<file path="src/cpu_macros.svh">
`ifndef CPU_MACROS_SVH
`define CPU_MACROS_SVH

// data path and instruction word width
`define CPU_DATA_W 32

// pc and program memory address width
`define CPU_PC_W 10

// register file address width
`define CPU_REG_AW 5

// derived register count
`define CPU_NUM_REGS (1 << `CPU_REG_AW)

// program memory words, one per pc value
`define CPU_MEM_DEPTH 1024

`endif

</file>
<file path="src/cpu_pkg.sv">
`default_nettype none

`include "cpu_macros.svh"

package cpu_pkg;

  typedef enum logic [1:0] {
    STOP  = 2'b00,
    FETCH = 2'b01,
    EXEC  = 2'b10,
    WRITE = 2'b11
  } ctrl_state_e;

  // major opcode, instr[30:25]
  typedef enum logic [5:0] {
    OP_ALU  = 6'b100000,
    OP_ADDI = 6'b101000,
    OP_ORI  = 6'b101100,
    OP_XORI = 6'b101011,
    OP_MOVI = 6'b100010
  } opcode_e;

  // sub-opcode under OP_ALU, instr[4:0]
  typedef enum logic [4:0] {
    ADD   = 5'b00000,
    SUB   = 5'b00001,
    AND   = 5'b00010,
    XOR   = 5'b00011,
    OR    = 5'b00100,
    SLLI  = 5'b01000,
    SRLI  = 5'b01001,
    ROTRI = 5'b01011
  } sub_op_e;

  typedef enum logic [1:0] {
    IMM5_ZE  = 2'b00,
    IMM15_SE = 2'b01,
    IMM15_ZE = 2'b10,
    IMM20_SE = 2'b11
  } imm_sel_e;

  typedef struct packed {
    logic                   reg_read;
    logic                   alu_execute;
    logic                   reg_write;
    opcode_e                opcode;
    sub_op_e                sub_op;
    imm_sel_e               imm_sel;
    logic                   use_imm;
    logic                   wb_src2;
    logic [`CPU_REG_AW-1:0] rt;
    logic [`CPU_REG_AW-1:0] ra;
    logic [`CPU_REG_AW-1:0] rb;
    // raw instr[19:0], source of the wide immediates
    logic [19:0]            imm_raw;
  } ctrl_t;

  typedef struct packed {
    logic                   valid;
    logic                   we;
    logic [`CPU_PC_W-1:0]   pc;
    logic [`CPU_REG_AW-1:0] rd;
    logic [`CPU_DATA_W-1:0] data;
  } commit_t;

  typedef struct packed {
    logic                   valid;
    logic [`CPU_PC_W-1:0]   addr;
    logic [`CPU_DATA_W-1:0] word;
  } prog_wr_t;

endpackage

`default_nettype wire

</file>
<file path="src/alu.sv">
`default_nettype none

`include "cpu_macros.svh"

module alu (
  input  logic                   clock,
  input  logic                   reset,
  input  cpu_pkg::ctrl_t         ctrl,
  input  logic [`CPU_DATA_W-1:0] operand_a,
  input  logic [`CPU_DATA_W-1:0] operand_b,
  output logic [`CPU_DATA_W-1:0] result
);

  logic [`CPU_DATA_W-1:0] alu_next;
  logic [4:0]             shamt;

  assign shamt = operand_b[4:0];

  always_comb begin
    alu_next = '0;
    case (ctrl.opcode)
      cpu_pkg::OP_ALU: begin
        case (ctrl.sub_op)
          cpu_pkg::ADD:   alu_next = operand_a + operand_b;
          cpu_pkg::SUB:   alu_next = operand_a - operand_b;
          cpu_pkg::AND:   alu_next = operand_a & operand_b;
          cpu_pkg::OR:    alu_next = operand_a | operand_b;
          cpu_pkg::XOR:   alu_next = operand_a ^ operand_b;
          cpu_pkg::SRLI:  alu_next = operand_a >> shamt;
          cpu_pkg::SLLI:  alu_next = operand_a << shamt;
          // left part drops out when shamt is zero
          cpu_pkg::ROTRI: alu_next = (operand_a >> shamt) |
                                     (operand_a << (6'd32 - {1'b0, shamt}));
          default:        alu_next = '0;
        endcase
      end
      cpu_pkg::OP_ADDI: alu_next = operand_a + operand_b;
      cpu_pkg::OP_ORI:  alu_next = operand_a | operand_b;
      cpu_pkg::OP_XORI: alu_next = operand_a ^ operand_b;
      default:          alu_next = '0;
    endcase
  end

  always_ff @(posedge clock) begin
    if (reset) begin
      result <= '0;
    end else if (ctrl.alu_execute) begin
      result <= alu_next;
    end
  end

endmodule

`default_nettype wire

</file>
<file path="config.mk">
export PLATFORM = sky130hd
export DESIGN_NAME = alu
export DESIGN_NICKNAME = d
export VERILOG_FILES = /design/src/cpu_pkg.sv /design/src/alu.sv
export VERILOG_INCLUDE_DIRS = /design/src
export SDC_FILE = /design/constraint.sdc
export NUM_CORES = 1
export LEC_CHECK = 0
export BUFFER_PORTS_ARGS = -buffer_cell sky130_fd_sc_hd__buf_2
export CORE_MARGIN = 1
export CORE_UTILIZATION = 54
export CTS_CLUSTER_DIAMETER = 120
export DETAILED_ROUTE_END_ITERATION = 6
export PLACE_DENSITY = 0.75
export SYNTH_ARGS = -nofsm -noshare
export SYNTH_HDL_FRONTEND = slang
export SYNTH_SLANG_ARGS = --single-unit
export TNS_END_PERCENT = 20
</file>
<file path="constraint.sdc">
create_clock -name clock -period 6.9 [get_ports clock]
set_input_delay 1.035 -clock clock [delete_from_list [all_inputs] [get_ports clock]]
set_output_delay 1.035 -clock clock [all_outputs]
set_load 0.1 [all_outputs]
</file>
# Word-level counts from Yosys, hierarchy flattened
# Cells that the tools add are included.
[word_totals]
register_bits = 32
wordCells = 25
[classes]
addsub = 3
n_eq_ne = 11
shifts = 3
muxes = 2
bitwise = 4
n_reduce_logical = 1
[ops]
columns = ["operator", "count"]
rows = [
  ["case mux 32 bit (8 select lines)", 1],
  ["case mux 32 bit (4 select lines)", 1],
  ["OR 32 bit", 2],
  ["adder 32 bit", 1],
  ["bitwise AND 32 bit", 1],
  ["<< shifter 32 x 5 -> 32 bit", 1],
  ["<< shifter 32 x 6 -> 32 bit", 1],
  ["right shift 32 x 5 -> 32 bit", 1],
  ["subtractor 32 bit", 1],
  ["bitwise XOR 32 bit", 1],
  ["== test 6 bit (second input constant)", 4],
  ["== test 5 x 4 -> 1 bit (second input constant)", 3],
  ["== test 5 x 2 -> 1 bit (second input constant)", 2],
  ["subtractor 6 x 5 -> 6 bit (first input constant)", 1],
  ["== test 5 x 1 -> 1 bit (second input constant)", 1],
  ["== test 5 x 3 -> 1 bit (second input constant)", 1],
  ["zero test 5 bit", 1],
]

# Logic depth before layout (Yosys ltp)
[depth]
depth_word = 5
mapped_depth = 18
ltp_nobuf = 14

# Least setup slack after synthesis
# Ideal clock, no wire load.
[synth_timing]
path_type = "input to register"
start = "input operand_b[0]"
end = "register result[28]"
arrival_time_ns = 4.447
slack_ns = 2.316
path_stages = 15
cell_sequence = "buf_2 > buf_2 > inv_1 > buf_2 > clkbuf_1 > ha_1 > clkbuf_1 > buf_1 > clkbuf_1 > a21oi_1 > mux4_2 > a211oi_1 > o21ai_0 > a221oi_1 > a221oi_2"
[synth_via]
elab_chain_len = 5
[synth_lines]
columns = ["item", "line_no", "source"]
rows = [
  ["from (decl)", "alu.sv:10", "input logic [`CPU_DATA_W-1:0] operand_b,"],
  ["subtractor 6 x 5 -> 6 bit", "alu.sv:33", "(operand_a << (6'd32 - {1'b0, shamt}));"],
  ["<< shifter 32 x 6 -> 32 bit", "alu.sv:33", ""],
  ["OR 32 bit", "alu.sv:32", "cpu_pkg::ROTRI: alu_next = (operand_a >> shamt) |"],
  ["case mux 32 bit (8 select lines)", "alu.sv:23", "case (ctrl.sub_op)"],
  ["case mux 32 bit (4 select lines) (*)", "alu.sv:21", "case (ctrl.opcode)"],
  ["to (signal assigned)", "alu.sv:48", "result <= alu_next;"],
  ["to (decl)", "alu.sv:11", "output logic [`CPU_DATA_W-1:0] result"],
]
# Mark *: on every way between the ends. The rest lies on a longest branch, timed or not.
# A chain may end at the register's enable or synchronous reset.

# Final worst setup path
[layout_timing]
start = "input operand_b[0]"
end = "register result[20]"
# The elaborated chain is that of the path after synthesis.

==> flow_metrics.env <==
export IMPL_outcome="complete, but fails checks"
export IMPL_violations="capacitance limit"
export IMPL_htree_levels=2
export IMPL_grt_start_max_net_pins=71
export IMPL_synthTopCellsByCount="nor2_1, nand2_1, a21oi_1"
export IMPL_yosys_top_cells_area="ha_1, mux2i_1, a21oi_1"
export IMPL_synth_most_common_cell="nor2_1"
export IMPL_nets=2006
export IMPL_io_pins=151
export IMPL_yosysUniqueCellTypes=84
export IMPL_cts_resized=0
export IMPL_tightest_slew_ps=1450
export IMPL_crit_path_start_kind="primary input"
export IMPL_rsz0062_at_grt="no"
export IMPL_crit_required_ps=7080
export IMPL_syn_to_final_growth_pct=5.51
export IMPL_max_freq_ghz=0.188
export IMPL_drive_gt1_share_pct=13.1
export IMPL_cts_tree="yes"
export IMPL_holdWs_ps=456
export IMPL_drt_pass1_iter_count=7
export IMPL_final_antenna_net_count=0
export IMPL_period_minus_slack_ps=5310
export IMPL_pre_cts_ws_ps=1530
export IMPL_top_register="result"
export IMPL_finClkSkew_ps=0
export IMPL_hold_buffers=0
export IMPL_clock_latency_ps=300
export IMPL_fillers=2205
export IMPL_dieArea_mm2=0.0229
export IMPL_grt_overflow_total=0
export IMPL_yosys_area_share_simple_pct=21.5
export IMPL_rr_worst_depth=6
export IMPL_vias=15311
export IMPL_peakVddDrop_v=0.0000724
export IMPL_start_util_pct=55.2
export IMPL_maxSlewHeadroom_pct=1.88
export IMPL_largest_reg_flops=32
export IMPL_synth_edff_count=0
export IMPL_postCtsSetupBuffers=0
export IMPL_cts_buffers=5
export IMPL_syn_area_mm2=0.0120
export IMPL_r2r_start="result[30]"
export IMPL_clkSlewWorstSetupHoldPaths_ps=60
export IMPL_grt_pass1_vias=13743
export IMPL_grt_pass1_wl_um=86400
export IMPL_final_area_mm2=0.0127
export IMPL_yosys_area_top_type="ha_1"
export IMPL_rows=54
export IMPL_tns_ps=0
export IMPL_die_w_um=151
export IMPL_synth_top_family_by_area="compound AO/OA/AOI/OAI gates"
export IMPL_synth_compound_area_share_pct=35.1
export IMPL_crit_type="primary input to flip-flop"
export IMPL_setup_viol=0
export IMPL_clockRootBuffer="clkbuf_16"
export IMPL_ys_seq_area_share_pct=5.32
export IMPL_cts_sinks=32
export IMPL_post_drt_wl_per_cell_um=28.6
export IMPL_io_buffers=109
export IMPL_synth_xor_area_share_pct=2.18
export IMPL_syn_avg_cell_area_um2=6.69
export IMPL_timing_rr_end="result[30]"
export IMPL_clockBufferDepth=2
export IMPL_dpl_cell_area_mm2=0.0125
export IMPL_routed_via_density=7.40
export IMPL_crit_arrival_ps=5500
export IMPL_setup_slack_ps=1590
export IMPL_die_h_um=151
export IMPL_layout_cells_non_filler=2070
export IMPL_coreArea_mm2=0.0218
export IMPL_ys_flop_type="dfxtp_1"
export IMPL_reg_top3="result x32"
export IMPL_min_to="result[9]"
export IMPL_grt_usage_pct=51.3
export IMPL_worst_setup_path_end_kind="flip-flop"
export IMPL_finalWirelength_um=59200
export IMPL_synth_mux_area_share_pct=17.3
export IMPL_synth_warnings=0
export IMPL_cp_max_fo=61
export IMPL_gp_congestion=1.11
export IMPL_yosys_area_share_adder_pct=10.4
export IMPL_worstHoldStart="result[9]"
export IMPL_leakage_nw=5.39
export IMPL_synthArstFlopShare_pct=0
export IMPL_yosys_area_top_type_share_pct=10.2
export IMPL_cap_violations=1
export IMPL_hold_depth=2
export IMPL_synth_nets=2017
export IMPL_placed_cells=2061
export IMPL_ff2ff_setup_slack_ps=5140
export IMPL_synth_cells=1799
export IMPL_power_density_mw_per_mm2=114
export IMPL_slew_violations=0
export IMPL_hold_class="flip-flop to flip-flop"
export IMPL_antenna_found_initial=1
export IMPL_drc=0
export IMPL_ys_ff_latch=32
export IMPL_hold_viol_final=0
export IMPL_finalCritPeriodShare_pct=77.0
export IMPL_drt_iter0_drc=2338
export IMPL_place_hpwl_um=45200
==> per-stage QoR <==
| step | power, mW | utilization [%] |
|---|---|---|
| global placement | 1.12 | 57.4 |
| global route | 1.50 | 58.2 |
| floorplan | 0.833 | - |
| finish | 1.45 | 58.2 |
| detailed placement | 1.13 | 57.4 |
| CTS | 1.40 | 58.2 |
==> cell usage in the layout (no fill, tap or decap), drive strengths merged, types with 23 or more instances in the layout <==
cell,instances
a21oi,164
o22ai,34
mux2i,95
o21ai,144
buf,137
nand2,192
a221oi,42
ha,98
o211ai,32
mux2,30
mux4,35
inv,97
nor3,47
xnor2,26
nand3,30
nand2b,23
dfxtp,32
a211oi,37
nor2,210
==> worst max-delay path: stages <==
cell	delay (ps)
buf_4	600
ha_1	300
inv_1	60
fa_1	430
nor2b_1	180
o21ai_0	290
a31oi_1	210
nor3_1	950
or2_1	240
o21a_1	230
nor3_1	70
a2111oi_0	450
o221ai_1	230
a22o_1	210
==> how the worst max path moves through the flow <==
stage                  from    endpoint  slack (ps)  cells past startpoint
4_1_cts        operand_b[0]  result[20]        1830                     14
6_report       operand_b[0]  result[20]        1590                     14
2_1_floorplan  operand_b[0]  result[28]        2320                     15
3_3_place_gp   operand_b[1]  result[31]        1620                     13
5_1_grt        operand_b[4]  result[29]        1370                     12
3_5_place_dp   operand_b[0]  result[20]        1530                     14
==> cell families after synthesis <==
family	after synthesis
AO/OA/AOI/OAI	642
XOR/XNOR	30
AND/OR/NAND/NOR	582
flip-flops	32
buffers and inverters	254
adder cells (fa/ha/maj)	99
multiplexers	160
==> layout make-up <==
class	count	area (um^2)	share of cell area [%]
Clock buffer	6	129	1.01
Inverter	99	372	2.93
Sequential cell	32	641	5.04
Antenna cell	1	2.50	0.0197
Clock inverter	2	35.0	0.276
Multi-Input combinational cell	1513	10400	82.0
Timing Repair Buffer	137	761	5.99
Tap cell	280	350	2.76
==> layer usage <==
layer  track usage [%]  part of all wire [%]
met4              35.0                   8.4
met3              12.9                    14
met5                 0                     0
met1              66.7                    37
met2              73.7                    40
==> power by group <==
group          total [mW]  internal [mW]  switching, mW
Clock               0.268          0.170         0.0981
Sequential          0.185          0.185       0.000183
Combinational       0.998          0.328          0.670
Total                1.45          0.683          0.769
(Power assumes the default switching activity.)
