## config.mk

```make
export PLATFORM = sky130hd
export DESIGN_NAME = reg_file
export DESIGN_NICKNAME = d
export VERILOG_FILES = /design/src/cpu_pkg.sv /design/src/reg_file.sv
export VERILOG_INCLUDE_DIRS = /design/src
export SDC_FILE = /design/constraint.sdc
export NUM_CORES = 2
export LEC_CHECK = 0
export BUFFER_PORTS_ARGS = -buffer_cell sky130_fd_sc_hd__buf_2
export CAP_MARGIN = 20
export CORE_ASPECT_RATIO = 1.4
export CORE_MARGIN = 5
export CORE_UTILIZATION = 55
export DETAILED_ROUTE_END_ITERATION = 8
export GPL_TIMING_DRIVEN = 0
export HOLD_SLACK_MARGIN = 0.12
export PLACE_DENSITY = 0.84
export SLEW_MARGIN = 10
export SYNTH_ARGS = -nofsm -noshare
export SYNTH_HDL_FRONTEND = slang
export SYNTH_SLANG_ARGS = --single-unit
```

## constraint.sdc

```tcl
create_clock -name clock -period 2.6 [get_ports clock]
set_clock_uncertainty 0.2 [all_clocks]
set_input_delay 0.13 -clock clock [delete_from_list [all_inputs] [get_ports clock]]
set_output_delay 0.13 -clock clock [all_outputs]
set_load 0.1 [all_outputs]
```

## src/cpu_macros.svh

```systemverilog
`ifndef CPU_MACROS_SVH
`define CPU_MACROS_SVH

// data path and instruction word width
`define CPU_DATA_W 32

// pc and program memory address width
`define CPU_PC_W 10

// register file address width
`define CPU_REG_AW 5

// derived register count
`define CPU_NUM_REGS (1 << `CPU_REG_AW)

// program memory words, one per pc value
`define CPU_MEM_DEPTH 1024

`endif

```

## src/cpu_pkg.sv

```systemverilog
`default_nettype none

`include "cpu_macros.svh"

package cpu_pkg;

  typedef enum logic [1:0] {
    STOP  = 2'b00,
    FETCH = 2'b01,
    EXEC  = 2'b10,
    WRITE = 2'b11
  } ctrl_state_e;

  // major opcode, instr[30:25]
  typedef enum logic [5:0] {
    OP_ALU  = 6'b100000,
    OP_ADDI = 6'b101000,
    OP_ORI  = 6'b101100,
    OP_XORI = 6'b101011,
    OP_MOVI = 6'b100010
  } opcode_e;

  // sub-opcode under OP_ALU, instr[4:0]
  typedef enum logic [4:0] {
    ADD   = 5'b00000,
    SUB   = 5'b00001,
    AND   = 5'b00010,
    XOR   = 5'b00011,
    OR    = 5'b00100,
    SLLI  = 5'b01000,
    SRLI  = 5'b01001,
    ROTRI = 5'b01011
  } sub_op_e;

  typedef enum logic [1:0] {
    IMM5_ZE  = 2'b00,
    IMM15_SE = 2'b01,
    IMM15_ZE = 2'b10,
    IMM20_SE = 2'b11
  } imm_sel_e;

  typedef struct packed {
    logic                   reg_read;
    logic                   alu_execute;
    logic                   reg_write;
    opcode_e                opcode;
    sub_op_e                sub_op;
    imm_sel_e               imm_sel;
    logic                   use_imm;
    logic                   wb_src2;
    logic [`CPU_REG_AW-1:0] rt;
    logic [`CPU_REG_AW-1:0] ra;
    logic [`CPU_REG_AW-1:0] rb;
    // raw instr[19:0], source of the wide immediates
    logic [19:0]            imm_raw;
  } ctrl_t;

  typedef struct packed {
    logic                   valid;
    logic                   we;
    logic [`CPU_PC_W-1:0]   pc;
    logic [`CPU_REG_AW-1:0] rd;
    logic [`CPU_DATA_W-1:0] data;
  } commit_t;

  typedef struct packed {
    logic                   valid;
    logic [`CPU_PC_W-1:0]   addr;
    logic [`CPU_DATA_W-1:0] word;
  } prog_wr_t;

endpackage

`default_nettype wire

```

## src/reg_file.sv

```systemverilog
`default_nettype none

`include "cpu_macros.svh"

module reg_file (
  input  logic                   clock,
  input  logic                   reset,
  input  cpu_pkg::ctrl_t         ctrl,
  input  logic [`CPU_DATA_W-1:0] wdata,
  output logic [`CPU_DATA_W-1:0] src1,
  output logic [`CPU_DATA_W-1:0] src2
);

  logic [`CPU_DATA_W-1:0] regs [`CPU_NUM_REGS];

  // r0 is an ordinary register here
  always_ff @(posedge clock) begin
    if (reset) begin
      for (int i = 0; i < `CPU_NUM_REGS; i++) begin
        regs[i] <= '0;
      end
    end else if (ctrl.reg_write) begin
      regs[ctrl.rt] <= wdata;
    end
  end

  // operands captured at the end of fetch
  always_ff @(posedge clock) begin
    if (ctrl.reg_read) begin
      src1 <= regs[ctrl.ra];
      src2 <= regs[ctrl.rb];
    end
  end

endmodule

`default_nettype wire

```

# Yosys cells after proc, flatten, opt, wreduce, memory -nomap -nowiden
# Memories as Yosys holds them, arrays and structs flattened. A register that Yosys moved wholly into a read port is not among the register bits.
# Cells that the tools add are included.
[op_classes]
n_addsub = 0
mul = 0
div = 0
n_lt_le_gt_ge = 0
eq_ne = 0
shift = 0
n_mux = 8
bitwise_logic = 0
n_reduce_logical = 1
[ops]
columns = ["cell", "n"]
rows = [
  ["32-bit two-way mux", 1],
  ["32-bit OR reduction", 1],
  ["1-bit two-way mux", 6],
  ["5-bit two-way mux", 1],
]
[word_totals]
regBits = 0
latchBits = 0
ramBits = 1024
rom_bits = 0
input_bits = 87
out_inout_bits = 64
wordCells = 10
n_memories = 1
[memory_table]
columns = ["memory", "depth", "word_bits", "read_ports", "rd_clocked_by_memory_dff", "wr", "line_no", "text"]
rows = [
  ["regs", 32, 32, 2, 2, 32, "reg_file.sv:14", "logic [`CPU_DATA_W-1:0] regs [`CPU_NUM_REGS];"],
]

# Depth between registers and ports, before layout
[depth]
word_depth = 5
depth_mapped = 8
depth_no_buf = 5

# Worst setup path after synthesis
# No wires, ideal clock.
[synth_path]
kind = "input-to-reg"
start = "input port reset"
end = "memory regs[12][0] (netlist name) (enable)"
setup_ns = 0.375
arrival_ns = 1.411
required_ns = 2.025
slack_ns = 0.615
path_stages = 5
n_path_buf = 1
path_cell_list = "nand2b_1 -> or3_4 -> buf_12 -> nor2_8 -> or2_2"
[synth_lines]
columns = ["item", "line_no", "text"]
rows = [
  ["start: declaration", "reg_file.sv:7", "input logic reset,"],
  ["end: declaration", "reg_file.sv:14", ""],
]

==> impl_summary.txt <==
----------------------------------------------------
[Worst setup path]
  Critical path launch point ... ctrl[25]
  End point of the critical path ... src1[1]
  Cell count of the worst reg-to-reg path ... 5
  Crit Path Category ... in -> reg
  End of the worst register-to-register path ... src1[12]
  Critical Path RT ... 2820 ps
  Arrival time of the worst setup path ... 2940 ps
  Worst flop-to-flop path startpoint ... regs[0][12]
  Type of destination of the critical path ... flop
  Startpoint class of the critical path ... input port
  Reg2Reg Setup Slack ... 600 ps
  Highest net fanout along the worst path ... 10

[Floorplan]
  DIE WIDTH ... about 290 µm
  Floorplan die height ... 396 µm
  Initial core utilization ... 55.4%
  Full die area ... between 0.1 and 0.15 mm²
  Count of pins on the block boundary ... 151
  Number of placement rows ... 141
  Area of the placeable core ... 0.105 mm²

[Timing]
  Min setup slack post-route ... -119 ps
  Max frequency ... 0.368 GHz
  Setup violators final ... 39
  Time the final worst path needs with I/O delays and setup ... roughly 2700 ps
  Hold Vio Cnt, Final ... 0
  Worst-margin pin slew ... 1320 ps
  Final Cycle Share ... 105%
  Rel. slew slack ... 11.7%
  Hold slack ... 126 ps
  RSZ-0062 raised after global routing ... no
  Count of pins over their slew limit ... 0

[Hold path]
  Type of the tightest min-delay check ... in -> reg

[Route]
  Routed via count divided by cell count ... 6.67
  Number of remaining DRC errors ... 5
  Number of nets still failing antenna checks after routing ... 0
  Vias after detailed routing ... between 40,000 and 50,000
  Total wire length ... approximately 210 mm
  Violation count after the first detailed-route iteration ... about 6,400
  Routed length per placed instance ... approximately 32 µm
  Number of optimization iterations in the first detailed-route pass ... 9

[Global route]
  Met2 track demand over resource ... 57.3%
  Number of global-route vias before repair ... around 43,000
  Largest net degree at the start of global routing ... 48
  Met3 routing resource usage after global routing ... between 10% and 20%
  Initial antenna violation count ... 21
  Met1 layer usage reported by global route ... 41.0%
  Final global-route overflow total ... 0
  Overall global routing resource usage ... 35.9%
  Most used routing layer ... met2
  Wire length of the first global-routing pass ... 291 mm

[Clock tree]
  Root buffer selected by CTS ... sky130_fd_sc_hd__clkbuf_16
  Clk Latency, worst-skew pair ... 730 ps
  Setup fix buffers added after clock tree synthesis ... 0
  Clock tree from TritonCTS ... yes
  Worst-case clock buffer depth ... 3
  Total clock buffers created by CTS ... 101
  Sink Count ... between 1,000 and 1,500
  Depth of the CTS H-tree ... 3
  Clock transition at the registers of the reported paths ... 70 ps

[Final layout]
  Fin nets ... 5,078
  Final Non-Filler Cells ... 6,447
  Share of layout cells above drive strength 1 ... 11.1%
  Count of fill cells added during filler insertion ... 8,048
  Commonest cells after routing, fill and taps aside ... sky130_fd_sc_hd__edfxtp_1 (1,088), sky130_fd_sc_hd__and2_1 (1,026), sky130_fd_sc_hd__mux2i_1 (1,024), sky130_fd_sc_hd__clkbuf_1 (209), sky130_fd_sc_hd__nand2_1 (195)
  Final Core Density ... 61.4%
  Synth-to-layout area growth ... 11.0%
  Most common cell after layout, fill and taps aside ... sky130_fd_sc_hd__edfxtp_1

[Run]
  Max Cap Viol ... 0

[Power]
  Power spent charging and discharging nets ... 0.0115 W
  Sequential Power Share ... between 40 and 50%
  Total leakage power ... about 26 nW
  Pint ... 0.0306 W
  Fraction of power spent switching nets ... 27.3%
  Worst vdd rail ir drop ... 0.563 mV
  Combinational power share ... 13.9%
  PD cells ... 648 mW/mm²
  Clock power frac ... about 37%

[Synth]
  Synthesized instance count ... 4,704
  Post-synthesis sequential element count ... 1,088
  Sequential element share of the synthesized area ... 55.9%
  Number of unique standard cell types used by synthesis ... 31
  Number of warnings printed during yosys synthesis ... 0
  Synthesized net count ... 4,791
  Cell Area, Synth ... 0.0584 mm²
  Synth Area per Inst ... ~12 µm²

[Run status]
  Outcome ... complete, but fails checks
  Violated checks ... DRC, setup timing

[Placement]
  Number of port buffers ... 112
  Cell Count Post-Placement ... 6,177
  Final estimated routing congestion in global placement ... between 0.9 and 1
  Half-perimeter wire length after placement ... 151 mm

----------------------------------------------------
power groups by stage:
stage               clock network (W)  logic, W  registers, W
global route                   0.0158   0.00594        0.0210
CTS                            0.0151   0.00558        0.0208
floorplan                           0   0.00283        0.0218
detailed placement                  0   0.00550        0.0212
finish                         0.0153   0.00583        0.0209
global placement                    0   0.00543        0.0211
registers in the layout (all words and copies together), names as in the netlist:
| name | cells |
|---|---|
| regs | 1024 |
| src2 | 32 |
| src1 | 32 |
per-layer routing:
layer  wire (µm)  share of wire (%)
met1       66900                 32
met2       95200                 46
met3       28600                 14
met4       18000                8.6
met5          49              0.023
Yosys cell counts:
cell type	instances	share of area (%)
sky130_fd_sc_hd__a21oi_1	192	1.6
sky130_fd_sc_hd__or3b_4	2	0.039
sky130_fd_sc_hd__nor2_1	22	0.14
sky130_fd_sc_hd__a22oi_1	192	2.5
sky130_fd_sc_hd__nor2_4	8	0.15
sky130_fd_sc_hd__a31oi_1	64	0.69
sky130_fd_sc_hd__mux2i_1	1024	18
sky130_fd_sc_hd__clkbuf_4	4	0.051
sky130_fd_sc_hd__nand3b_4	1	0.034
sky130_fd_sc_hd__and2_1	1026	11
sky130_fd_sc_hd__nand2_2	1	0.011
sky130_fd_sc_hd__or2_2	34	0.36
sky130_fd_sc_hd__nand2_1	195	1.3
sky130_fd_sc_hd__nor2_8	6	0.21
sky130_fd_sc_hd__edfxtp_1	1088	56
sky130_fd_sc_hd__and2b_1	1	0.013
sky130_fd_sc_hd__clkbuf_1	183	1.2
sky130_fd_sc_hd__or3_4	2	0.039
sky130_fd_sc_hd__buf_1	21	0.13
sky130_fd_sc_hd__nor3_1	64	0.55
sky130_fd_sc_hd__nand3_4	1	0.030
sky130_fd_sc_hd__buf_2	58	0.50
sky130_fd_sc_hd__nor2b_1	4	0.043
sky130_fd_sc_hd__clkbuf_2	69	0.59
sky130_fd_sc_hd__a22o_1	128	1.9
sky130_fd_sc_hd__nand2b_1	5	0.054
sky130_fd_sc_hd__buf_6	42	0.81
sky130_fd_sc_hd__nand3_1	193	1.7
sky130_fd_sc_hd__buf_4	70	0.90
sky130_fd_sc_hd__nand3b_1	3	0.039
sky130_fd_sc_hd__buf_12	1	0.034
how the worst min path moves through the flow:
| stage | startpoint | to | depth (start not counted) |
|---|---|---|---|
| global route | ctrl[31] | regs[18][31] | 4 |
| global placement | wdata[27] | regs[3][27] | 2 |
| floorplan | ctrl[52] | src1[0] | 0 |
| CTS | ctrl[30] | regs[24][31] | 5 |
| finish | reset | regs[31][13] | 2 |
| detailed placement | wdata[5] | regs[1][5] | 2 |
per-stage QoR:
| step | setup TNS [ps] | power, W | cell area, µm² | setup WS, ps |
|---|---|---|---|---|
| after floorplan | 0 | 0.0246 | 58400 | 615 |
| final | -881 | 0.0420 | 64800 | -119 |
| after global placement | -473750 | 0.0265 | 60700 | -1250 |
| after detailed placement | -395140 | 0.0267 | 60700 | -762 |
| after CTS | 0 | 0.0416 | 64700 | 23.0 |
| after global routing | 0 | 0.0427 | 64800 | 6.39 |
repair_timing:
item / 4_1_cts / 5_1_grt
gates cloned: 0 / 0
resized for setup: 1 / 9
setup endpoints to repair: 18 / 237
endpoints found under the hold margin: 1059 / 0
hold buffers: 64 / 0
cell type report:
type / instances / area, µm² / share of cell area (%)
clock buffer: 133 / 2730 / 4.22
tap: 1358 / 1700 / 2.62
buffer: 448 / 2450 / 3.78
antenna: 19 / 47.5 / 0.0733
multi-input combinational: 3168 / 23300 / 36.0
clock inverter: 49 / 548 / 0.845
sequential: 1088 / 32700 / 50.4
timing repair buffer: 184 / 1350 / 2.09
worst max-delay path, stage by stage:
cell                       delay [ps]
sky130_fd_sc_hd__buf_2            180
sky130_fd_sc_hd__nor2_1           160
sky130_fd_sc_hd__clkbuf_2         620
sky130_fd_sc_hd__clkbuf_1         940
sky130_fd_sc_hd__a22oi_1          310
sky130_fd_sc_hd__nand3_1          340
sky130_fd_sc_hd__nand3_1          240
kinds of logic (layout without fill, tap and decap cells):
logic type	Yosys count	in the layout	share of synthesized area (%)
other cells	0	19	0
compound gates	576	576	6.72
simple gates	1568	1568	15.6
buf+inv	448	814	4.19
flops	1088	1088	55.9
mux	1024	1024	17.5
(Power assumes the default switching activity.)
