`config.mk`:
```
export PLATFORM = sky130hd
export DESIGN_NAME = imm_select
export DESIGN_NICKNAME = d
export VERILOG_FILES = /design/src/cpu_pkg.sv /design/src/imm_select.sv
export VERILOG_INCLUDE_DIRS = /design/src
export SDC_FILE = /design/constraint.sdc
export NUM_CORES = 1
export LEC_CHECK = 0
export ABC_CLOCK_PERIOD_IN_PS = 2900
export BUFFER_PORTS_ARGS = -buffer_cell sky130_fd_sc_hd__buf_2
export CAP_MARGIN = 25
export CELL_PAD_IN_SITES_DETAIL_PLACEMENT = 0
export CELL_PAD_IN_SITES_GLOBAL_PLACEMENT = 1
export CORE_MARGIN = 1.5
export CORE_UTILIZATION = 15
export DETAILED_ROUTE_END_ITERATION = 8
export PLACE_DENSITY_LB_ADDON = 0.1
export SLEW_MARGIN = 5
export SYNTH_ARGS = -nofsm -noshare
export SYNTH_HDL_FRONTEND = slang
export SYNTH_SLANG_ARGS = --single-unit
export TNS_END_PERCENT = 10
```
`constraint.sdc`:
```
create_clock -name vclk -period 2.9
set_input_delay 0.29 -clock vclk [all_inputs]
set_output_delay 0.29 -clock vclk [all_outputs]
set_load 0.01 [all_outputs]
```
`src/cpu_macros.svh`:
```
`ifndef CPU_MACROS_SVH
`define CPU_MACROS_SVH

// data path and instruction word width
`define CPU_DATA_W 32

// pc and program memory address width
`define CPU_PC_W 10

// register file address width
`define CPU_REG_AW 5

// derived register count
`define CPU_NUM_REGS (1 << `CPU_REG_AW)

// program memory words, one per pc value
`define CPU_MEM_DEPTH 1024

`endif

```
`src/cpu_pkg.sv`:
```
`default_nettype none

`include "cpu_macros.svh"

package cpu_pkg;

  typedef enum logic [1:0] {
    STOP  = 2'b00,
    FETCH = 2'b01,
    EXEC  = 2'b10,
    WRITE = 2'b11
  } ctrl_state_e;

  // major opcode, instr[30:25]
  typedef enum logic [5:0] {
    OP_ALU  = 6'b100000,
    OP_ADDI = 6'b101000,
    OP_ORI  = 6'b101100,
    OP_XORI = 6'b101011,
    OP_MOVI = 6'b100010
  } opcode_e;

  // sub-opcode under OP_ALU, instr[4:0]
  typedef enum logic [4:0] {
    ADD   = 5'b00000,
    SUB   = 5'b00001,
    AND   = 5'b00010,
    XOR   = 5'b00011,
    OR    = 5'b00100,
    SLLI  = 5'b01000,
    SRLI  = 5'b01001,
    ROTRI = 5'b01011
  } sub_op_e;

  typedef enum logic [1:0] {
    IMM5_ZE  = 2'b00,
    IMM15_SE = 2'b01,
    IMM15_ZE = 2'b10,
    IMM20_SE = 2'b11
  } imm_sel_e;

  typedef struct packed {
    logic                   reg_read;
    logic                   alu_execute;
    logic                   reg_write;
    opcode_e                opcode;
    sub_op_e                sub_op;
    imm_sel_e               imm_sel;
    logic                   use_imm;
    logic                   wb_src2;
    logic [`CPU_REG_AW-1:0] rt;
    logic [`CPU_REG_AW-1:0] ra;
    logic [`CPU_REG_AW-1:0] rb;
    // raw instr[19:0], source of the wide immediates
    logic [19:0]            imm_raw;
  } ctrl_t;

  typedef struct packed {
    logic                   valid;
    logic                   we;
    logic [`CPU_PC_W-1:0]   pc;
    logic [`CPU_REG_AW-1:0] rd;
    logic [`CPU_DATA_W-1:0] data;
  } commit_t;

  typedef struct packed {
    logic                   valid;
    logic [`CPU_PC_W-1:0]   addr;
    logic [`CPU_DATA_W-1:0] word;
  } prog_wr_t;

endpackage

`default_nettype wire

```
`src/imm_select.sv`:
```
`default_nettype none

`include "cpu_macros.svh"

module imm_select (
  input  cpu_pkg::ctrl_t         ctrl,
  input  logic [`CPU_DATA_W-1:0] src2,
  output logic [`CPU_DATA_W-1:0] operand_b,
  output logic [`CPU_DATA_W-1:0] imm_value
);

  logic [4:0]  imm5;
  logic [14:0] imm15;
  logic [19:0] imm20;

  assign imm5  = ctrl.rb;
  assign imm15 = ctrl.imm_raw[14:0];
  assign imm20 = ctrl.imm_raw;

  always_comb begin
    case (ctrl.imm_sel)
      cpu_pkg::IMM5_ZE:  imm_value = {{(`CPU_DATA_W-5){1'b0}}, imm5};
      cpu_pkg::IMM15_SE: imm_value = {{(`CPU_DATA_W-15){imm15[14]}}, imm15};
      cpu_pkg::IMM15_ZE: imm_value = {{(`CPU_DATA_W-15){1'b0}}, imm15};
      default:           imm_value = {{(`CPU_DATA_W-20){imm20[19]}}, imm20};
    endcase
  end

  assign operand_b = ctrl.use_imm ? imm_value : src2;

endmodule

`default_nettype wire

```
======== Word level (Yosys, flattened, before mapping) ========
Cells that the tools add are included.
storage, ports and cells
  output and inout port bits .............. 64
  logic and storage cells ................. 5
  register bits ........................... 0
cells by class
  mux-type cells .......................... 2
  reductions and logical operators ........ 1
  equal/unequal tests ..................... 2
operator list
  kind                                                  count
  case mux 32 bit (3 select lines)                      1
  2-to-1 mux 32 bit                                     1
  equality test 2 x 1 -> 1 bit (second input constant)  1
  equality test 2 bit (second input constant)           1
  logical NOT 2 bit                                     1

======== Longest topological paths before layout ========
Gate-level depths: netlist of run 1.
  depth after elaboration ................. 3
  mapped depth ............................ 4
  depth with buffers taken out ............ 2

======== Worst setup path before layout of run 1 ========
OpenSTA, ideal clock, no wires.
  kind .................................... input to output
  start ................................... input port ctrl[38] (netlist name)
  end ..................................... output port imm_value[20]
  setup slack ............................. 1.219 ns
  data arrival time ....................... 1.391 ns
  cell stages on the path ................. 4
  cells stage by stage .................... buf_6 -> mux2i_2 -> nor2b_1 -> buf_4
on the way
  longest elaborated chain between the ends .. 2
  elaborated cells on any way between the ends .. 4
  those cells by class .................... eq/ne: 2; mux: 1; reduce/logical: 1
RTL lines
  what                                               line              RTL
  start: declaration                                 imm_select.sv:6   input cpu_pkg::ctrl_t ctrl,
  equality test 2 bit, or another cell as far along  imm_select.sv:21  case (ctrl.imm_sel)
  case mux 32 bit (3 select lines) *                 imm_select.sv:21
  end: declaration                                   imm_select.sv:9   output logic [`CPU_DATA_W-1:0] imm_value
Every way passes the cells marked *; elsewhere a longest branch is shown, timed or not.

======== Worst setup path after layout of run 1 ========
  start ................................... input port ctrl[37] (netlist name)
  end ..................................... output port imm_value[25]
The elaborated chain is that of the path after synthesis.

==> impl_metrics.ini, run 1 <==
[sta]
timing_max_transition_violations_final = 0
unrepaired_setup_endpoints_after_global_routing = no
max_fclk_ghz = 0.580
report.final.setup_viol = 0
hold_ws_ns = 0.890
final_hold_viol_count = 0
period_minus_slack_ns = 1.73
setup-tns-final_ns = 0
setup_ws_ns = 1.17
worst_slew_margin_rel = 0.633
tightest_slew_ns = 0.549
period_share = 0.595

[die]
start_util = 0.157
number_of_top_level_pins = 149
num_rows = 25
coreArea_mm2 = 0.00475
dieArea_mm2 = 0.00542
fp.dieH_um = 73.6
die_x_um = 73.6

[clocking]
post-cts-setup-buffers = 0
cts-resized-gates = 0
cts_hold_repair.buffers = 0

[logic_synthesis]
synth_cells = 113
synth_sequential_area_ratio = 0
synth_top_area_cell = mux2_2
netlist.area_leader.share = 0.151
netlist_top_cells_area = mux2_2, o22ai_1, buf_4, o21a_1, inv_1
synth.lib_cells_used.distinct = 20
syn-cell-area_um2 = 748
synth.yosys.warnings = 0
synthesis.nets = 198
syn_area_per_cell_um2 = 6.62

[setup_path]
worstSetupEndpoint = imm_value[25]
path_buf_inv = 2
cp_slowest_cell = nor2b_1
cpPeakStageDelay_ns = 0.53
worst-path-stages = 3
startpoint = ctrl[37]
required_time_of_the_critical_path_ns = 2.61
chain_of_cells_forming_the_critical_path = buf_2, nor2b_1, buf_2
startpoint_class = input pin
cp_data_arrival_time_ns = 1.44
critical_path.endpoint_type = output port
critPathKind = input pin to output port
worst-path-max-fanout = 26
crit_top_cell = buf_2
path_delay_family = buffers and inverters

[finish]
layout.filler_cells = 566
flops_and_latches = 0
final_cell_count_no_fill = 285
mostFrequentLayoutCell = buf_2
fin_util = 0.280
layout_common_cells = buf_2, inv_1, o22ai_1
drive_above_1_share = 0.651
finish.net_count = 305
areaGrowthSynthToFinish_pct = 77.8
n_antenna_cell = 0
layout_clock_buffers = 0
final_cell_area_mm2 = 0.00133
sequential_cell_area_um2 = 0

[power]
vdd_ir_drop_max_mv = 0.0503
net-switching-power_mw = 0.123
seq_power_share = 0
power.static_leakage_nw = 0.812
int_pwr_mw = 0.116
power_per_cell_area_mw_per_mm2 = 180
report.power.total_mw = 0.239
switching_share = 0.515
power.share.combinational = 1.000
clock_network_power_share = 0

[placed_design]
placement.cell_area_mm2 = 0.00133
placedCellCount = 285
place.detailed.hpwl_mm = 2.63
port_buffers = 124
placement.setup.worst_slack_ns = 1.14
place_congestion = 0.713

[run_status]
outcome = completed

[routing]
route.final.wire_length_mm = 3.26
detail_route.drc_violations = 0
detail_route.first_pass.iterations = 4
viasPerCell = 4.04
route.detailed.wl_per_inst_um = 11.4
route.antenna.remaining_nets = 0
detailedRoute.firstIterationViolations = 39
vias = 1151

[global_routing]
grt_pass1_vias = 1023
antenna_found_initial = 0
track_usage = 0.113
pin_count_of_the_biggest_net_entering_global_routing = 27
grt_first_pass_wirelength_mm = 4.91
grt_overflow = 0

[hold_path]
timing.hold.worst.class = input pin to output port

[run]
max_cap_violations = 0
## kinds of logic after synthesis
| group | after synthesis | share of synthesized area |
|---|---|---|
| muxes | 15 | 0.222 |
| buffers and inverters | 40 | 0.289 |
| and+or+nand+nor | 21 | 0.162 |
| AOI/OAI and AO/OA | 37 | 0.326 |
## synthesized netlist by cell type (all sizes together)
cell type	number
inv	17
buf	20
clkbuf	3
o22ai	17
mux2i	5
nand2	6
o21ai	5
nor2b	5
o21a	10
a31oi	5
nor2	5
mux2	10
or3b	5
## power groups by stage
stage	registers [mW]	clock network, mW	logic, mW
floorplan	0	0	0.143
global placement	0	0	0.244
detailed placement	0	0	0.242
CTS	0	0	0.243
global route	0	0	0.265
finish	0	0	0.239
## worst min-delay path by stage
stage / from / end / slack (ns) / depth (start not counted)
after floorplan: ctrl[10] / imm_value[10] / 0.70 / 1
after global placement: src2[8] / operand_b[8] / 0.89 / 3
after detailed placement: src2[14] / operand_b[14] / 0.89 / 3
after CTS: src2[8] / operand_b[8] / 0.89 / 3
after global routing: src2[14] / operand_b[14] / 0.90 / 3
final: src2[14] / operand_b[14] / 0.89 / 3
## cell type report
class                           instances  area, um2  share of cell area
Multi-Input combinational cell         73        532               0.400
Inverter                               17       63.8              0.0480
Tap cell                               67       83.8              0.0630
Timing Repair Buffer                  128        651               0.489
## layer usage
layer,global-route usage,share of wire
met5,0,0
met4,0.00617,0.0058
met3,0.0219,0.095
met2,0.212,0.49
met1,0.137,0.41
Power figures use the tool's default switching activity.
==> run 2, diff against run 1 <==
--- a/config.mk
+++ b/config.mk
@@ -6,13 +6,14 @@
 export SDC_FILE = /design/constraint.sdc
 export NUM_CORES = 1
 export LEC_CHECK = 0
-export ABC_CLOCK_PERIOD_IN_PS = 2900
+export ABC_AREA = 1
+export ABC_CLOCK_PERIOD_IN_PS = 1700
 export BUFFER_PORTS_ARGS = -buffer_cell sky130_fd_sc_hd__buf_2
 export CAP_MARGIN = 25
 export CELL_PAD_IN_SITES_DETAIL_PLACEMENT = 0
 export CELL_PAD_IN_SITES_GLOBAL_PLACEMENT = 1
 export CORE_MARGIN = 1.5
-export CORE_UTILIZATION = 15
+export CORE_UTILIZATION = 12
 export DETAILED_ROUTE_END_ITERATION = 8
 export PLACE_DENSITY_LB_ADDON = 0.1
 export SLEW_MARGIN = 5
==> constraint.sdc (replaced) <==
create_clock -name vclk -period 1.7
set_input_delay 0.17 -clock vclk [all_inputs]
set_output_delay 0.17 -clock vclk [all_outputs]
set_load 0.01 [all_outputs]
==> impl_metrics.ini, run 2 <==
[die]
start_util = 0.127
dieArea_mm2 = 0.00638
fp.dieH_um = 79.9
num_rows = 27
number_of_top_level_pins = 149
die_x_um = 79.9
coreArea_mm2 = 0.00561

[sta]
unrepaired_setup_endpoints_after_global_routing = no
max_fclk_ghz = 0.817
period_minus_slack_ns = 1.22
period_share = 0.720
worst_slew_margin_rel = 0.805
setup-tns-final_ns = 0
timing_max_transition_violations_final = 0
report.final.setup_viol = 0
tightest_slew_ns = 0.293
final_hold_viol_count = 0

[hold_path]
min_delay_worst_endpoint = operand_b[17]
worst_hold_startpoint = src2[17]
timing.hold.worst.class = input pin to output port
worstHoldPathCells = 4

[logic_synthesis]
syn-cell-area_um2 = 709
synth_most_common_cell = nand2_1
synthesis.nets = 250
netlist.area_leader.share = 0.503
syn_area_per_cell_um2 = 4.30
synth_top_area_cell = nand2_1
synth.yosys.warnings = 0
synth_top_cells_by_count = nand2_1, inv_1, buf_4, nand3_1, nor2_1
synth_cells = 165
synth.lib_cells_used.distinct = 11
netlist_top_cells_area = nand2_1, buf_4, inv_1, nand3_1, nor2_1
synth_sequential_area_ratio = 0

[setup_path]
startpoint = ctrl[37]
critical_path.endpoint_type = output port
cp_data_arrival_time_ns = 1.05
worst-path-max-fanout = 15
required_time_of_the_critical_path_ns = 1.53
startpoint_class = input pin
critPathKind = input pin to output port

[routing]
detail_route.drc_violations = 0
detailedRoute.firstIterationViolations = 29
viasPerCell = 3.56
route.antenna.remaining_nets = 0
route.detailed.wl_per_inst_um = 9.55
route.final.wire_length_mm = 3.30
detail_route.first_pass.iterations = 4
vias = 1232

[power]
power_per_cell_area_mw_per_mm2 = 292
power.static_leakage_nw = 1.02
report.power.total_mw = 0.390
vdd_ir_drop_max_mv = 0.0643

[finish]
areaGrowthSynthToFinish_pct = 88.7
n_antenna_cell = 0
layout_common_cells = buf_2, nand2_1, inv_1
multi_input_area_um2 = 492
finish.net_count = 361
sequential_cell_area_um2 = 0
layout_clock_buffers = 0
flops_and_latches = 0
layout.filler_cells = 699
mostFrequentLayoutCell = buf_2
drive_above_1_share = 0.485

[clocking]
post-cts-setup-buffers = 0
cts_hold_repair.buffers = 0
cts-resized-gates = 0

[global_routing]
grt_first_pass_wirelength_mm = 4.96
grt_overflow = 0
antenna_found_initial = 0
grt_pass1_vias = 1120
track_usage = 0.0940
pin_count_of_the_biggest_net_entering_global_routing = 20

[placed_design]
port_buffers = 124
place.detailed.hpwl_mm = 2.74
place_congestion = 0.675

[run_status]
outcome = completed

[run]
max_cap_violations = 0
-- run 2: critical path, cell delays in order --
cell and delay [ns]:
buf_2 0.16, nor2_2 0.11, buf_4 0.22, nand2_1 0.09, and2_1 0.17, buf_2 0.14
-- run 2: worst max path at each step --
stage	slack (ns)	cells past startpoint	endpoint
after floorplan	0.32	6	operand_b[21]
after global placement	0.47	7	operand_b[21]
after detailed placement	0.47	8	operand_b[25]
after CTS	0.47	6	imm_value[3]
after global routing	0.37	7	operand_b[25]
final	0.48	6	imm_value[2]
-- run 2: kinds of logic after synthesis --
group	share of synthesized area
simple gates	0.693
buf+inv	0.307
-- run 2: stage by stage --
stage	setup WS, ns	hold slack (ns)	cell area [um2]	util	instances
3_5_place_dp	0.469	0.619	1340	0.239	346
5_1_grt	0.371	0.630	1340	0.239	346
6_report	0.477	0.617	1340	0.239	346
4_1_cts	0.467	0.620	1340	0.239	346
2_1_floorplan	0.322	0.434	709	-	165
3_3_place_gp	0.471	0.620	1340	0.239	346
-- run 2: layout make-up --
cell class	instances	area share
well taps	72	0.0673
repair buffers	129	0.501
inverters	23	0.0645
multi-input cells	122	0.367
-- run 2: layer usage --
layer	vias up	GRT usage	wire (um)	share of wire
met4	0	0.00862	19	0.0058
met5	-	0	0	0
li1	685	-	-	-
met1	490	0.105	1310	0.40
met3	2	0.00914	251	0.076
met2	55	0.193	1730	0.52
-- run 2: report_power, final --
part / internal, mW / switching (mW)
combinational: 0.178 / 0.213
clock: 0 / 0
sequential: 0 / 0
total: 0.178 / 0.213
==> run 3, diff against run 2 <==
--- a/config.mk
+++ b/config.mk
@@ -7,7 +7,7 @@
 export NUM_CORES = 1
 export LEC_CHECK = 0
 export ABC_AREA = 1
-export ABC_CLOCK_PERIOD_IN_PS = 1700
+export ABC_CLOCK_PERIOD_IN_PS = 1200
 export BUFFER_PORTS_ARGS = -buffer_cell sky130_fd_sc_hd__buf_2
 export CAP_MARGIN = 25
 export CELL_PAD_IN_SITES_DETAIL_PLACEMENT = 0
==> constraint.sdc (replaced) <==
create_clock -name vclk -period 1.2
set_input_delay 0.12 -clock vclk [all_inputs]
set_output_delay 0.12 -clock vclk [all_outputs]
set_load 0.01 [all_outputs]
==> impl_metrics.ini, run 3 (same netlist as run 2, synthesis figures left out) <==
[placed_design]
place_congestion = 0.733
place.detailed.hpwl_mm = 2.66
port_buffers = 124

[routing]
route.detailed.wl_per_inst_um = 9.28
viasPerCell = 3.68
route.final.wire_length_mm = 3.23
detail_route.first_pass.iterations = 4
detailedRoute.firstIterationViolations = 18
route.antenna.remaining_nets = 0
detail_route.drc_violations = 0
vias = 1279

[finish]
drive_above_1_share = 0.493
sequential_cell_area_um2 = 0
layout_common_cells = buf_2, nand2_1, inv_1
flops_and_latches = 0
layout_clock_buffers = 0
n_antenna_cell = 0
areaGrowthSynthToFinish_pct = 91.2
mostFrequentLayoutCell = buf_2
finish.net_count = 363

[run_status]
outcome = completed

[power]
net-switching-power_mw = 0.303
vdd_ir_drop_max_mv = 0.0983
power.static_leakage_nw = 1.03
seq_power_share = 0
switching_share = 0.542
int_pwr_mw = 0.256
clock_network_power_share = 0
power_per_cell_area_mw_per_mm2 = 412
power.share.combinational = 1.000
report.power.total_mw = 0.559

[global_routing]
pin_count_of_the_biggest_net_entering_global_routing = 20
antenna_found_initial = 0
grt_first_pass_wirelength_mm = 4.55
grt_overflow = 0
grt_pass1_vias = 1051
track_usage = 0.0867

[die]
fp.dieH_um = 79.9
num_rows = 27
coreArea_mm2 = 0.00561
number_of_top_level_pins = 149
die_x_um = 79.9
start_util = 0.127
dieArea_mm2 = 0.00638

[sta]
timing_max_transition_violations_final = 0
period_minus_slack_ns = 1.08
setup-tns-final_ns = 0
report.final.setup_viol = 0
tightest_slew_ns = 0.215
period_share = 0.900
unrepaired_setup_endpoints_after_global_routing = no
max_fclk_ghz = 0.926
final_hold_viol_count = 0
worst_slew_margin_rel = 0.857

[hold_path]
timing.hold.worst.class = input pin to output port

[setup_path]
critical_path.endpoint_type = output port
required_time_of_the_critical_path_ns = 1.08
critPathKind = input pin to output port
worst-path-max-fanout = 15
cp_data_arrival_time_ns = 0.96
startpoint_class = input pin

[clocking]
post-cts-setup-buffers = 0
cts-resized-gates = 0
cts_hold_repair.buffers = 0

[run]
max_cap_violations = 0
-- run 3: power by group through the flow --
stage	Combinational [mW]	Sequential [mW]	Clock, mW
final	0.559	0	0
after global routing	0.627	0	0
after CTS	0.571	0	0
after detailed placement	0.569	0	0
after global placement	0.574	0	0
after floorplan	0.308	0	0
-- run 3: stage by stage --
| stage | instance area (um2) | utilization | cells | worst slack (ns) | hold slack (ns) |
|---|---|---|---|---|---|
| 2_1_floorplan | 712 | - | 165 | 0.0637 | 0.334 |
| 4_1_cts | 1360 | 0.242 | 348 | 0.105 | 0.520 |
| 3_3_place_gp | 1360 | 0.242 | 348 | 0.104 | 0.520 |
| 6_report | 1360 | 0.242 | 348 | 0.120 | 0.517 |
| 5_1_grt | 1360 | 0.242 | 348 | 0.0611 | 0.534 |
| 3_5_place_dp | 1360 | 0.242 | 348 | 0.107 | 0.519 |
-- run 3: layer usage --
layer	GRT usage	share of wire	wire length, um	up-vias
met4	0	0	0	0
met3	0.0103	0.091	295	0
met5	0	0	0	-
met1	0.0993	0.41	1320	525
li1	-	-	-	691
met2	0.177	0.50	1620	63
-- run 3: worst max-delay path, stage by stage --
cell and delay (ns):
buf_2 0.15, nor2_2 0.16, buf_12 0.16, nand2_1 0.07, and2_1 0.16, buf_2 0.13
-- run 3: final cells by class --
| class | count | area [um2] |
|---|---|---|
| Fill cell | 689 | 4250 |
| Multi-Input combinational cell | 122 | 494 |
| Inverter | 23 | 86.3 |
| Timing Repair Buffer | 131 | 686 |
| Tap cell | 72 | 90.1 |
-- run 3: worst paths after layout --
path | startpoint | to | slack [ns] | cells past startpoint
max | ctrl[37] | imm_value[0] | 0.12 | 6
min | src2[11] | operand_b[11] | 0.52 | 4
